[config.mk]
export PLATFORM = sky130hd
export DESIGN_NAME = rnn_cell_top
export DESIGN_NICKNAME = d
export VERILOG_FILES = /design/src/verilog/rnn_num_pkg.sv /design/src/verilog/rnn_map_pkg.sv /design/src/verilog/rnn_regfile.sv /design/src/verilog/rnn_mac.sv /design/src/verilog/rnn_ctrl.sv /design/src/verilog/rnn_cell_top.sv
export SDC_FILE = /design/constraint.sdc
export NUM_CORES = 2
export LEC_CHECK = 0
export BUFFER_PORTS_ARGS = -buffer_cell sky130_fd_sc_hd__buf_4
export CAP_MARGIN = 20
export CORE_ASPECT_RATIO = 1.2
export CORE_MARGIN = 1
export CORE_UTILIZATION = 65
export DETAILED_ROUTE_END_ITERATION = 10
export MAX_ROUTING_LAYER = met4
export PLACE_DENSITY = 0.82
export SETUP_SLACK_MARGIN = 0.02
export SLEW_MARGIN = 20
export SYNTH_ARGS = -nofsm -noshare
export SYNTH_HDL_FRONTEND = slang
export SYNTH_SLANG_ARGS = --single-unit
[constraint.sdc]
create_clock -name i_clk -period 13.48 [get_ports i_clk]
set_input_delay 2.696 -clock i_clk [delete_from_list [all_inputs] [get_ports i_clk]]
set_output_delay 2.696 -clock i_clk [all_outputs]
set_load 0.02 [all_outputs]
[src/verilog/rnn_num_pkg.sv]
`default_nettype none

// Fixed point formats of the cell datapath
package rnn_num_pkg;

    localparam int WEIGHT_W = 16;
    localparam int STATE_W  = 32;
    localparam int PROD_W   = WEIGHT_W + STATE_W;

    // Weights are Q4.12
    localparam int WEIGHT_FRAC = 12;

    typedef logic signed [WEIGHT_W-1:0] weight_t;

    // Hidden values, input and output are Q16.16
    typedef logic signed [STATE_W-1:0] state_t;

    // Exact product before scaling
    typedef logic signed [PROD_W-1:0] prod_t;

endpackage

`default_nettype wire

[src/verilog/rnn_map_pkg.sv]
`default_nettype none

// Layer sizes, APB register map and weight memory layout
package rnn_map_pkg;

    localparam int HIDDEN_SIZE = 4;

    // Weight words by offset, h2h is row-major by source unit
    localparam int W_I2H_BASE = 0;
    localparam int W_H2H_BASE = W_I2H_BASE + HIDDEN_SIZE;
    localparam int W_H2O_BASE = W_H2H_BASE + HIDDEN_SIZE * HIDDEN_SIZE;
    localparam int W_DEPTH    = W_H2O_BASE + HIDDEN_SIZE;

    // Two banks of hidden values
    localparam int S_DEPTH = 2 * HIDDEN_SIZE;

    localparam int W_IDX_W = $clog2(W_DEPTH);
    localparam int S_IDX_W = $clog2(S_DEPTH);
    // Term counter runs up to HIDDEN_SIZE inclusive
    localparam int UNIT_W  = $clog2(HIDDEN_SIZE + 1);

    typedef logic [W_IDX_W-1:0] w_idx_t;
    typedef logic [S_IDX_W-1:0] s_idx_t;
    typedef logic [UNIT_W-1:0]  unit_t;

    localparam int ADDR_W     = 12;
    localparam int APB_DATA_W = 32;

    localparam logic [ADDR_W-1:0] REG_CTRL     = 12'h000;
    localparam logic [ADDR_W-1:0] REG_STATUS   = 12'h004;
    localparam logic [ADDR_W-1:0] REG_X        = 12'h008;
    localparam logic [ADDR_W-1:0] REG_Y        = 12'h00C;
    localparam logic [ADDR_W-1:0] REG_HID_BASE = 12'h100;
    localparam logic [ADDR_W-1:0] REG_WGT_BASE = 12'h400;

    // One word per entry
    localparam logic [ADDR_W-1:0] REG_HID_END = REG_HID_BASE + ADDR_W'(4 * HIDDEN_SIZE);
    localparam logic [ADDR_W-1:0] REG_WGT_END = REG_WGT_BASE + ADDR_W'(4 * W_DEPTH);

endpackage

`default_nettype wire

[src/verilog/rnn_regfile.sv]
`default_nettype none

module rnn_regfile #(
    parameter type T     = logic [31:0],
    parameter int  DEPTH = 8
) (
    input  logic                     i_clk,
    input  logic                     i_rst_n,
    input  logic                     i_we,
    input  logic [$clog2(DEPTH)-1:0] i_waddr,
    input  T                         i_wdata,
    input  logic [$clog2(DEPTH)-1:0] i_raddr,
    output T                         o_rdata
);

    T mem [DEPTH];

    always_ff @(posedge i_clk) begin
        if (i_we) begin
            mem[i_waddr] <= i_wdata;
        end
    end

    // Read is combinational, new data visible after the write edge
    assign o_rdata = mem[i_raddr];

    a_waddr_in_range: assert property (
        @(posedge i_clk) disable iff (!i_rst_n)
        i_we |-> (int'(i_waddr) < DEPTH)
    );

endmodule

`default_nettype wire

[src/verilog/rnn_mac.sv]
`default_nettype none

module rnn_mac (
    input  logic                i_clk,
    input  logic                i_rst_n,
    input  logic                i_clear,
    input  logic                i_acc,
    input  rnn_num_pkg::weight_t i_weight,
    input  rnn_num_pkg::state_t  i_operand,
    output rnn_num_pkg::state_t  o_sum
);

    rnn_num_pkg::prod_t  prod;
    rnn_num_pkg::prod_t  prod_scaled;
    rnn_num_pkg::state_t term;
    rnn_num_pkg::state_t sum_q;

    // Exact signed product, both operands sign extended to the product width
    assign prod = i_weight * i_operand;

    // Back to the state format, then keep the low word
    assign prod_scaled = prod >>> rnn_num_pkg::WEIGHT_FRAC;
    assign term        = rnn_num_pkg::state_t'(prod_scaled);

    always_ff @(posedge i_clk or negedge i_rst_n) begin
        if (!i_rst_n) begin
            sum_q <= '0;
        end else if (i_acc) begin
            if (i_clear) begin
                sum_q <= term;
            end else begin
                // wraps at 32 bits
                sum_q <= sum_q + term;
            end
        end
    end

    assign o_sum = sum_q;

    a_clear_with_acc: assert property (
        @(posedge i_clk) disable iff (!i_rst_n)
        i_clear |-> i_acc
    );

endmodule

`default_nettype wire

[src/verilog/rnn_ctrl.sv]
`default_nettype none

module rnn_ctrl (
    input  logic                                 i_clk,
    input  logic                                 i_rst_n,
    // APB slave
    input  logic                                 i_psel,
    input  logic                                 i_penable,
    input  logic                                 i_pwrite,
    input  logic [rnn_map_pkg::ADDR_W-1:0]       i_paddr,
    input  logic [rnn_map_pkg::APB_DATA_W-1:0]   i_pwdata,
    output logic [rnn_map_pkg::APB_DATA_W-1:0]   o_prdata,
    output logic                                 o_pready,
    output logic                                 o_pslverr,
    // Weight file
    output logic                                 o_w_we,
    output rnn_map_pkg::w_idx_t                  o_w_waddr,
    output rnn_num_pkg::weight_t                 o_w_wdata,
    output rnn_map_pkg::w_idx_t                  o_w_raddr,
    input  rnn_num_pkg::weight_t                 i_w_rdata,
    // State file
    output logic                                 o_s_we,
    output rnn_map_pkg::s_idx_t                  o_s_waddr,
    output rnn_num_pkg::state_t                  o_s_wdata,
    output rnn_map_pkg::s_idx_t                  o_s_raddr,
    input  rnn_num_pkg::state_t                  i_s_rdata,
    // Accumulator
    output logic                                 o_mac_clear,
    output logic                                 o_mac_acc,
    output rnn_num_pkg::state_t                  o_mac_operand,
    input  rnn_num_pkg::state_t                  i_mac_sum
);

    typedef enum logic [2:0] {
        ST_IDLE,
        ST_HACC,
        ST_WB,
        ST_OACC,
        ST_FIN
    } seq_state_e;

    // Bank 1 sits above bank 0 in the state file
    function automatic rnn_map_pkg::s_idx_t s_addr(input logic bank,
                                                   input rnn_map_pkg::unit_t idx);
        rnn_map_pkg::s_idx_t base;
        base = bank ? rnn_map_pkg::s_idx_t'(rnn_map_pkg::HIDDEN_SIZE) : '0;
        return base + rnn_map_pkg::s_idx_t'(idx);
    endfunction

    seq_state_e              state_q;
    rnn_map_pkg::unit_t      unit_q;
    rnn_map_pkg::unit_t      term_q;
    logic                    bank_q;
    logic                    busy;
    rnn_num_pkg::state_t     x_q;
    rnn_num_pkg::state_t     y_q;
    logic                    pslverr_q;

    logic                    setup;
    logic                    access;
    logic                    wr_ok;
    logic                    start;
    logic                    hit_ctrl;
    logic                    hit_status;
    logic                    hit_x;
    logic                    hit_y;
    logic                    hit_hid;
    logic                    hit_wgt;
    logic                    mapped;
    logic                    ro_write;
    logic                    busy_ok;
    logic                    req_err;
    logic [rnn_map_pkg::ADDR_W-1:0] hid_off;
    logic [rnn_map_pkg::ADDR_W-1:0] wgt_off;
    rnn_map_pkg::unit_t      hid_idx;
    rnn_map_pkg::w_idx_t     wgt_idx;

    // Copy of the state file, serves hidden reads while the sequencer holds the read port
    rnn_num_pkg::state_t     hid_mirror [rnn_map_pkg::S_DEPTH];

    assign busy = (state_q != ST_IDLE);

    // Address decode
    assign hit_ctrl   = (i_paddr == rnn_map_pkg::REG_CTRL);
    assign hit_status = (i_paddr == rnn_map_pkg::REG_STATUS);
    assign hit_x      = (i_paddr == rnn_map_pkg::REG_X);
    assign hit_y      = (i_paddr == rnn_map_pkg::REG_Y);
    assign hit_hid    = (i_paddr >= rnn_map_pkg::REG_HID_BASE) &&
                        (i_paddr <  rnn_map_pkg::REG_HID_END) && (i_paddr[1:0] == 2'b00);
    assign hit_wgt    = (i_paddr >= rnn_map_pkg::REG_WGT_BASE) &&
                        (i_paddr <  rnn_map_pkg::REG_WGT_END) && (i_paddr[1:0] == 2'b00);

    assign hid_off = i_paddr - rnn_map_pkg::REG_HID_BASE;
    assign wgt_off = i_paddr - rnn_map_pkg::REG_WGT_BASE;
    assign hid_idx = hid_off[rnn_map_pkg::UNIT_W+1:2];
    assign wgt_idx = wgt_off[rnn_map_pkg::W_IDX_W+1:2];

    assign mapped   = hit_ctrl | hit_status | hit_x | hit_y | hit_hid | hit_wgt;
    assign ro_write = i_pwrite & (hit_status | hit_y);
    assign busy_ok  = ~i_pwrite & (hit_status | hit_y | hit_hid);
    assign req_err  = ~mapped | ro_write | (busy & ~busy_ok);

    assign setup  = i_psel & ~i_penable;
    assign access = i_psel & i_penable;
    assign wr_ok  = access & i_pwrite & ~pslverr_q;
    assign start  = wr_ok & hit_ctrl & i_pwdata[0];

    // Error decided in setup, presented in the access cycle
    always_ff @(posedge i_clk or negedge i_rst_n) begin
        if (!i_rst_n) begin
            pslverr_q <= 1'b0;
        end else begin
            pslverr_q <= setup & req_err;
        end
    end

    assign o_pready  = 1'b1;
    assign o_pslverr = pslverr_q;

    always_ff @(posedge i_clk or negedge i_rst_n) begin
        if (!i_rst_n) begin
            x_q <= '0;
        end else if (wr_ok && hit_x) begin
            x_q <= rnn_num_pkg::state_t'(i_pwdata);
        end
    end

    assign o_w_we    = wr_ok & hit_wgt;
    assign o_w_waddr = wgt_idx;
    assign o_w_wdata = rnn_num_pkg::weight_t'(i_pwdata[rnn_num_pkg::WEIGHT_W-1:0]);

    // APB writes the current bank, write-back fills the other one
    always_comb begin
        if (state_q == ST_WB) begin
            o_s_we    = 1'b1;
            o_s_waddr = s_addr(~bank_q, unit_q);
            o_s_wdata = i_mac_sum;
        end else begin
            o_s_we    = wr_ok & hit_hid;
            o_s_waddr = s_addr(bank_q, hid_idx);
            o_s_wdata = rnn_num_pkg::state_t'(i_pwdata);
        end
    end

    always_ff @(posedge i_clk) begin
        if (o_s_we) begin
            hid_mirror[o_s_waddr] <= o_s_wdata;
        end
    end

    // Read ports and accumulator controls
    always_comb begin
        o_w_raddr     = wgt_idx;
        o_s_raddr     = s_addr(bank_q, hid_idx);
        o_mac_acc     = 1'b0;
        o_mac_clear   = 1'b0;
        o_mac_operand = i_s_rdata;
        case (state_q)
            ST_HACC: begin
                o_mac_acc   = 1'b1;
                o_mac_clear = (term_q == '0);
                if (term_q == '0) begin
                    o_w_raddr     = rnn_map_pkg::w_idx_t'(rnn_map_pkg::W_I2H_BASE + int'(unit_q));
                    o_mac_operand = x_q;
                end else begin
                    // Source unit term_q-1 feeds unit unit_q
                    o_w_raddr = rnn_map_pkg::w_idx_t'(rnn_map_pkg::W_H2H_BASE +
                                (int'(term_q) - 1) * rnn_map_pkg::HIDDEN_SIZE + int'(unit_q));
                    o_s_raddr = s_addr(bank_q, term_q - 1'b1);
                end
            end
            ST_OACC: begin
                o_mac_acc   = 1'b1;
                o_mac_clear = (term_q == '0);
                o_w_raddr   = rnn_map_pkg::w_idx_t'(rnn_map_pkg::W_H2O_BASE + int'(term_q));
                o_s_raddr   = s_addr(~bank_q, term_q);
            end
            default: begin
            end
        endcase
    end

    // Step sequencer
    always_ff @(posedge i_clk or negedge i_rst_n) begin
        if (!i_rst_n) begin
            state_q <= ST_IDLE;
            unit_q  <= '0;
            term_q  <= '0;
            bank_q  <= 1'b0;
            y_q     <= '0;
        end else begin
            case (state_q)
                ST_IDLE: begin
                    if (start) begin
                        state_q <= ST_HACC;
                        unit_q  <= '0;
                        term_q  <= '0;
                    end
                end
                ST_HACC: begin
                    if (term_q == rnn_map_pkg::unit_t'(rnn_map_pkg::HIDDEN_SIZE)) begin
                        state_q <= ST_WB;
                    end else begin
                        term_q <= term_q + 1'b1;
                    end
                end
                ST_WB: begin
                    term_q <= '0;
                    if (unit_q == rnn_map_pkg::unit_t'(rnn_map_pkg::HIDDEN_SIZE - 1)) begin
                        unit_q  <= '0;
                        state_q <= ST_OACC;
                    end else begin
                        unit_q  <= unit_q + 1'b1;
                        state_q <= ST_HACC;
                    end
                end
                ST_OACC: begin
                    if (term_q == rnn_map_pkg::unit_t'(rnn_map_pkg::HIDDEN_SIZE - 1)) begin
                        state_q <= ST_FIN;
                    end else begin
                        term_q <= term_q + 1'b1;
                    end
                end
                ST_FIN: begin
                    y_q     <= i_mac_sum;
                    bank_q  <= ~bank_q;
                    state_q <= ST_IDLE;
                end
                default: begin
                    state_q <= ST_IDLE;
                end
            endcase
        end
    end

    // Read data for the access cycle
    always_comb begin
        o_prdata = '0;
        if (!i_pwrite && !pslverr_q) begin
            if (hit_status) begin
                o_prdata[0] = busy;
            end else if (hit_x) begin
                o_prdata = x_q;
            end else if (hit_y) begin
                o_prdata = y_q;
            end else if (hit_hid) begin
                o_prdata = busy ? hid_mirror[s_addr(bank_q, hid_idx)] : i_s_rdata;
            end else if (hit_wgt) begin
                o_prdata[rnn_num_pkg::WEIGHT_W-1:0] = i_w_rdata;
            end
        end
    end

    // The old bank stays intact for the whole step
    a_wb_other_bank: assert property (
        @(posedge i_clk) disable iff (!i_rst_n)
        (busy && o_s_we) |->
            ((o_s_waddr >= rnn_map_pkg::s_idx_t'(rnn_map_pkg::HIDDEN_SIZE)) == !bank_q)
    );

endmodule

`default_nettype wire

[src/verilog/rnn_cell_top.sv]
`default_nettype none

module rnn_cell_top (
    input  logic                               i_clk,
    input  logic                               i_rst_n,
    input  logic                               i_psel,
    input  logic                               i_penable,
    input  logic                               i_pwrite,
    input  logic [rnn_map_pkg::ADDR_W-1:0]     i_paddr,
    input  logic [rnn_map_pkg::APB_DATA_W-1:0] i_pwdata,
    output logic [rnn_map_pkg::APB_DATA_W-1:0] o_prdata,
    output logic                               o_pready,
    output logic                               o_pslverr
);

    logic                 w_we;
    rnn_map_pkg::w_idx_t  w_waddr;
    rnn_num_pkg::weight_t w_wdata;
    rnn_map_pkg::w_idx_t  w_raddr;
    rnn_num_pkg::weight_t w_rdata;

    logic                 s_we;
    rnn_map_pkg::s_idx_t  s_waddr;
    rnn_num_pkg::state_t  s_wdata;
    rnn_map_pkg::s_idx_t  s_raddr;
    rnn_num_pkg::state_t  s_rdata;

    logic                 mac_clear;
    logic                 mac_acc;
    rnn_num_pkg::state_t  mac_operand;
    rnn_num_pkg::state_t  mac_sum;

    rnn_ctrl u_ctrl (
        .i_clk         (i_clk),
        .i_rst_n       (i_rst_n),
        .i_psel        (i_psel),
        .i_penable     (i_penable),
        .i_pwrite      (i_pwrite),
        .i_paddr       (i_paddr),
        .i_pwdata      (i_pwdata),
        .o_prdata      (o_prdata),
        .o_pready      (o_pready),
        .o_pslverr     (o_pslverr),
        .o_w_we        (w_we),
        .o_w_waddr     (w_waddr),
        .o_w_wdata     (w_wdata),
        .o_w_raddr     (w_raddr),
        .i_w_rdata     (w_rdata),
        .o_s_we        (s_we),
        .o_s_waddr     (s_waddr),
        .o_s_wdata     (s_wdata),
        .o_s_raddr     (s_raddr),
        .i_s_rdata     (s_rdata),
        .o_mac_clear   (mac_clear),
        .o_mac_acc     (mac_acc),
        .o_mac_operand (mac_operand),
        .i_mac_sum     (mac_sum)
    );

    rnn_regfile #(
        .T     (rnn_num_pkg::weight_t),
        .DEPTH (rnn_map_pkg::W_DEPTH)
    ) u_weights (
        .i_clk   (i_clk),
        .i_rst_n (i_rst_n),
        .i_we    (w_we),
        .i_waddr (w_waddr),
        .i_wdata (w_wdata),
        .i_raddr (w_raddr),
        .o_rdata (w_rdata)
    );

    // Two banks of hidden values
    rnn_regfile #(
        .T     (rnn_num_pkg::state_t),
        .DEPTH (rnn_map_pkg::S_DEPTH)
    ) u_states (
        .i_clk   (i_clk),
        .i_rst_n (i_rst_n),
        .i_we    (s_we),
        .i_waddr (s_waddr),
        .i_wdata (s_wdata),
        .i_raddr (s_raddr),
        .o_rdata (s_rdata)
    );

    rnn_mac u_mac (
        .i_clk     (i_clk),
        .i_rst_n   (i_rst_n),
        .i_clear   (mac_clear),
        .i_acc     (mac_acc),
        .i_weight  (w_rdata),
        .i_operand (mac_operand),
        .o_sum     (mac_sum)
    );

endmodule

`default_nettype wire

Word level (Yosys, flattened, before mapping)
Memories as Yosys holds them, arrays and structs flattened. Cells that the tools add are included. W data, S select, Z words.

Add/sub/neg operators: 14. $mul: 1. Divide/modulo/power cells: 0. $lt $le $gt $ge: 4. Equality and inequality tests: 15. Shifts and indexed selects: 0. Mux-type cells: 38. Bitwise gates (word level): 27. Reductions and logical operators: 19.

Operators with widths (number): $mux W32 (8); $mux W16 (3); $mul A16 B32 Y44 (1); $mux W3 (11); $add A32 B32 Y32 (1); $mux W31 (1); $eq A12 B4 Y1 const B (2); $pmux W3 S4 (2); $add A3 B3 Y3 (4); $and A1 B1 Y1 (12); $eq A12 B3 Y1 const B (1); $eq A3 B2 Y1 const B (4); $ge A12 B11 Y1 const B (1); $ge A12 B9 Y1 const B (1); $logic_not A12 Y1 (1); $lt A12 B11 Y1 const B (1); $lt A12 B9 Y1 const B (1); $pmux W3 S2 (2); $pmux W5 S2 (1); $or A1 B1 Y1 (9); $mux W1 (8); $sub A7 B1 Y7 const B (1); $add A3 B1 Y3 const B (2); $eq A3 B3 Y1 const B (2); other kinds (22) (38).

Bits in registers: 107. Bits in latches: 0. Memory bits (writable): 896. ROM bits: 0. Input bits: 49. Memories kept: 3.

Memories: u_weights.mem (depth 24, bits a word 16, rd ports 1, clocked after Yosys merged registers in 0, write ports 1, RTL line rnn_regfile.sv:16) `T mem [DEPTH];`; u_ctrl.hid_mirror (depth 8, bits a word 32, rd ports 1, clocked after Yosys merged registers in 0, write ports 1, RTL line rnn_ctrl.sv:79) `rnn_num_pkg::state_t hid_mirror [rnn_map_pkg::S_DEPTH];`; u_states.mem (depth 8, bits a word 32, rd ports 1, clocked after Yosys merged registers in 0, write ports 1, RTL line rnn_regfile.sv:16).

Longest topological paths before layout
An unclocked memory read counts as a cell.

Depth in word-level cells: 12. Mapped depth: 58.

Modules after synthesis
A second synthesis with hierarchy kept.

Cell total of the unflattened synthesis: 4450. Area, all modules: 59520.8 sq um.

By module, submodules not included: rnn_mac (times used 1, cells an instance 2211, area each 19087.1 sq um, sequential area each 800.8 sq um); rnn_ctrl (times used 1, cells an instance 1149, area each 15673.8 sq um, sequential area each 9564.2 sq um); rnn_regfile at u_weights (times used 1, cells an instance 707, area each 14934.3 sq um, sequential area each 11531.1 sq um); rnn_regfile at u_states (times used 1, cells an instance 383, area each 9825.7 sq um, sequential area each 7687.4 sq um).

Worst setup path after synthesis
Ideal clock, no wire load.

Path kind: in2reg. From: in i_paddr[3] (netlist bit). To: reg u_mac.sum_q[31] (netlist: u_mac.o_sum[31]). Setup time: 0.069 ns. Arrival: 13.192 ns. Data required time: 13.411 ns. Slack: 0.219 ns. Stages on the path: 50. Path through: a21oi_4 -> a21o_1 -> buf_4 -> buf_2 -> buf_2 -> buf_2 -> buf_1 -> nand2_1 -> a31oi_1 -> a21oi_1 -> o21ai_0 -> clkbuf_1 -> nand2_1 -> fa_1 -> inv_1 -> fa_1 -> inv_1 -> fa_1 -> (+14 left out) -> nand4b_1 -> a21oi_2 -> o21a_2 -> xnor2_1 -> ha_1 -> a21o_1 -> a21o_1 -> a21o_1 -> a21o_1 -> a21oi_1 -> o21ai_0 -> a311o_1 -> a21o_1 -> a21o_1 -> a41o_1 -> o221a_2 -> o31a_1 -> nand3_1.

Longest elaborated chain between the ends: 10. Elaborated cells between the ends (all ways): 13.

RTL lines: start, declared (RTL line rnn_cell_top.sv:9) `input logic [rnn_map_pkg::ADDR_W-1:0] i_paddr,`; $sub A5 B1 Y5 (RTL line rnn_ctrl.sv:93) `assign hid_off = i_paddr - rnn_map_pkg::REG_HID_BASE;`; $add A3 B3 Y3 (RTL line rnn_ctrl.sv:47) `return base + rnn_map_pkg::s_idx_t'(idx);`; $mux W3 (RTL line rnn_ctrl.sv:162) `if (term_q == '0) begin`; $pmux W3 S2 (RTL line rnn_ctrl.sv:158) `case (state_q)`; $mem_v2 Z8 W32; $mux W32 (RTL line rnn_ctrl.sv:162); $mux W32 (RTL line rnn_ctrl.sv:158); $mul A16 B32 Y44 * (RTL line rnn_mac.sv:19) `assign prod = i_weight * i_operand;`; $add A32 B32 Y32 (RTL line rnn_mac.sv:33) `sum_q <= sum_q + term;`; $mux W32 * (RTL line rnn_mac.sv:29) `if (i_clear) begin`; end signal, assigned (RTL line rnn_mac.sv:30) `sum_q <= term;`; end signal, assigned (RTL line rnn_mac.sv:33); end, declared (RTL line rnn_mac.sv:16) `rnn_num_pkg::state_t sum_q;`.

Every way passes the cells marked *; elsewhere a longest branch is shown, timed or not. A chain may end at the register's enable or synchronous reset.

Final worst setup path
From: in i_paddr[2] (netlist bit). To: reg u_mac.sum_q[31] (netlist: u_mac.o_sum[31]).

Same word-level chain as after synthesis.

==> flow_summary.json <==
{
  "rows": 112,
  "synth_edf_count": 640,
  "hold_violations": 0,
  "synth_area_leaders": "edfxtp_1 37%, fa_1 18%, mux4_2 6.5%",
  "ys_types": 100,
  "grt_overflow": 0,
  "timing.fmax_ghz": 0.0778,
  "drt_pre_antenna_iters": 7,
  "synth-seq-area-share": 0.427,
  "drt-initial-drc-count": 4463,
  "cts.hold.buffers_added": 0,
  "worst_pin_slew_ps": 1140,
  "antenna_found_initial": 4,
  "avgRoutedWirePerCell_um": 26.3,
  "wl_mm": 144,
  "start_util": 0.658,
  "reg2reg_slack_ps": 1200,
  "die_h_um": 310,
  "synth-async-reset-ratio": 0.143,
  "critical_path.most_common_cell": "a21o_1",
  "ant_nets": 0,
  "finalCritPeriodShare": 0.953,
  "nNetsFinal": 5047,
  "max_slew_margin": 0.235,
  "path_clk_slew_ps": 70,
  "clk_path_buf_depth": 3,
  "rsz0062_at_grt": "false",
  "setup_viol": 0,
  "hold_depth": 1,
  "hp-class": "flop to flop",
  "via_per_inst": 6.59,
  "cts_tree": "done",
  "maxCapViolCount": 0,
  "vias": 36077,
  "layout_commonest_cell": "edfxtp_1",
  "die_area_mm2": 0.0800,
  "r2r.worst_path.cells": 49,
  "cts_setup_buffers": 0,
  "finalSetupTns_ps": 0,
  "crit_type": "input pin to flop",
  "routabilityCongestion": 1.02,
  "synth_ff_type": "edfxtp_1",
  "syn_to_final_growth_pct": 9.09,
  "drc": 0,
  "ctsResizeCount": 0,
  "syn_area_per_cell_um2": 11.9,
  "clock_sinks": 747,
  "slowest_delay_ps": 600,
  "hold_end": "u_ctrl.x_q[0]",
  "grt_use_total": 0.384,
  "fin_worst_skew_ps": 27.6,
  "clk_latency_ps": 640,
  "postSynthCellCount": 4297,
  "cp_slowest_cell": "mux4_1",
  "port-buffer-count": 81,
  "status": "finished clean",
  "cts-htree-levels": 3,
  "required_ps": 14040,
  "layout_common_cells": "640 x edfxtp_1, 635 x nand2_1, 554 x inv_1, 453 x fa_1, 256 x buf_4",
  "cts_buffers": 66,
  "grt_pass1_wl_mm": 221,
  "grt_pass1_vias": 37621,
  "die_x_um": 258,
  "cts-root-buf": "clkbuf_16",
  "io_pins": 83,
  "post-dp-hpwl_mm": 99.0,
  "r2r_end": "u_mac.o_sum[31]",
  "cp_top_family": "compound AO/OA/AOI/OAI gates",
  "synth_seq_cells": 747,
  "final_layout_size_suffix_gt1_frac": 0.159,
  "coreArea_mm2": 0.0779,
  "fillerInstances": 5167,
  "grt_max_degree": 72,
  "worstPathArrival_ps": 13410,
  "worstPathMaxFanout": 15,
  "start_kind": "input pin",
  "synth_area_leader_cell": "edfxtp_1",
  "yosys.area.top_type_share": 0.375,
  "min_period_ps": 12850,
  "rr_startpoint": "u_ctrl.term_q[0]",
  "path_buf_inv": 7,
  "hold_path.startpoint": "u_ctrl.x_q[0]",
  "syn_nets": 4945,
  "slew_viol_final": 0,
  "netlist_area_mm2": 0.0513,
  "synth_warnings": 0,
  "end_kind": "flop"
}
metal layers:
| metal | vias up | GRT usage | part of all wire |
|---|---|---|---|
| met1 | 17963 | 0.482 | 0.35 |
| met5 | - | - | 0 |
| met3 | 584 | 0.0821 | 0.12 |
| li1 | 14900 | - | - |
| met4 | 0 | 0.187 | 0.053 |
| met2 | 2630 | 0.597 | 0.48 |
stage by stage:
step / setup WS [ps] / utilization / instance area [um2] / cells / hold WS, ps
CTS: 714 / 0.718 / 55900 / 5471 / 510
finish: 633 / 0.718 / 56000 / 5478 / 508
detailed placement: 78.7 / 0.692 / 53900 / 5355 / 495
floorplan: 219 / - / 51300 / 4297 / 478
global route: 27.0 / 0.718 / 56000 / 5477 / 528
global placement: 241 / 0.692 / 53900 / 5355 / 489
synthesized netlist by cell type (10+ instances only):
cell type	number
edfxtp_1	640
nand2_1	635
inv_1	554
fa_1	453
nor2_1	210
clkbuf_1	156
mux4_2	147
ha_1	146
mux2_2	121
a21oi_1	117
dfrtp_1	107
mux2i_1	99
and2_1	89
o21ai_0	86
and3_1	71
a211oi_1	52
xnor2_1	52
a21o_1	50
nor2b_1	46
a31oi_1	39
buf_2	39
nor3_1	35
nand3_1	34
nand2b_1	29
xor2_1	27
buf_1	24
a222oi_1	22
o21ai_1	18
o211ai_1	12
buf_4	10
o21bai_1	10
state kept, by name, indices dropped and copies added, names as in the netlist:
name / count
u_ctrl.state_q: 3
u_ctrl.x_q: 32
u_weights.mem: 384
u_states.mem: 256
u_ctrl.unit_q: 3
u_mac.o_sum: 32
u_ctrl.y_q: 32
u_ctrl.term_q: 3
u_ctrl.o_pslverr: 1
u_ctrl.bank_q: 1
worst max path at each step:
stage / start / end / depth (start not counted)
after floorplan: i_paddr[3] / u_mac.o_sum[31] / 50
after global placement: i_paddr[2] / u_mac.o_sum[28] / 44
after detailed placement: i_paddr[2] / u_mac.o_sum[31] / 42
after CTS: i_paddr[2] / u_mac.o_sum[31] / 42
after global routing: i_paddr[3] / u_mac.o_sum[28] / 47
final: i_paddr[2] / u_mac.o_sum[31] / 45
worst register-to-register path: cells and delay by family (launching register included):
| family | cells | cell delay [ps] |
|---|---|---|
| DFF | 1 | 470 |
| adders and majority gates | 9 | 3960 |
| AOI/OAI and AO/OA | 24 | 5500 |
| buffers and inverters | 8 | 1150 |
| xor gates and xnor gates | 1 | 160 |
| and+or+nand+nor | 7 | 990 |
cell type report:
cell class              instances  area [um2]  share of cell area
multi-input cells            2759       26500               0.473
flip-flops and latches        747       21900               0.391
repair buffers                271        2200              0.0393
inverters                     554        2080              0.0372
clock buffers                  85        1740              0.0311
well taps                    1026        1280              0.0229
clock inverters                31         283             0.00505
diodes                          5        12.5            0.000224
logic make-up (layout without fill, tap and decap cells):
kind of cell	count (synthesis)	after routing	share of synthesized area
buf+inv	791	941	0.0608
other cells	1	6	0.0000731
flops	747	747	0.427
simple gates	1207	1207	0.106
mux	370	370	0.112
compound gates	500	500	0.0677
fa+ha+maj	599	599	0.212
xor+xnor	82	82	0.0147
Power is left out: the tool's default activity adds up to more than one toggle a clock period on the data nets, which glitch-free logic cannot reach.
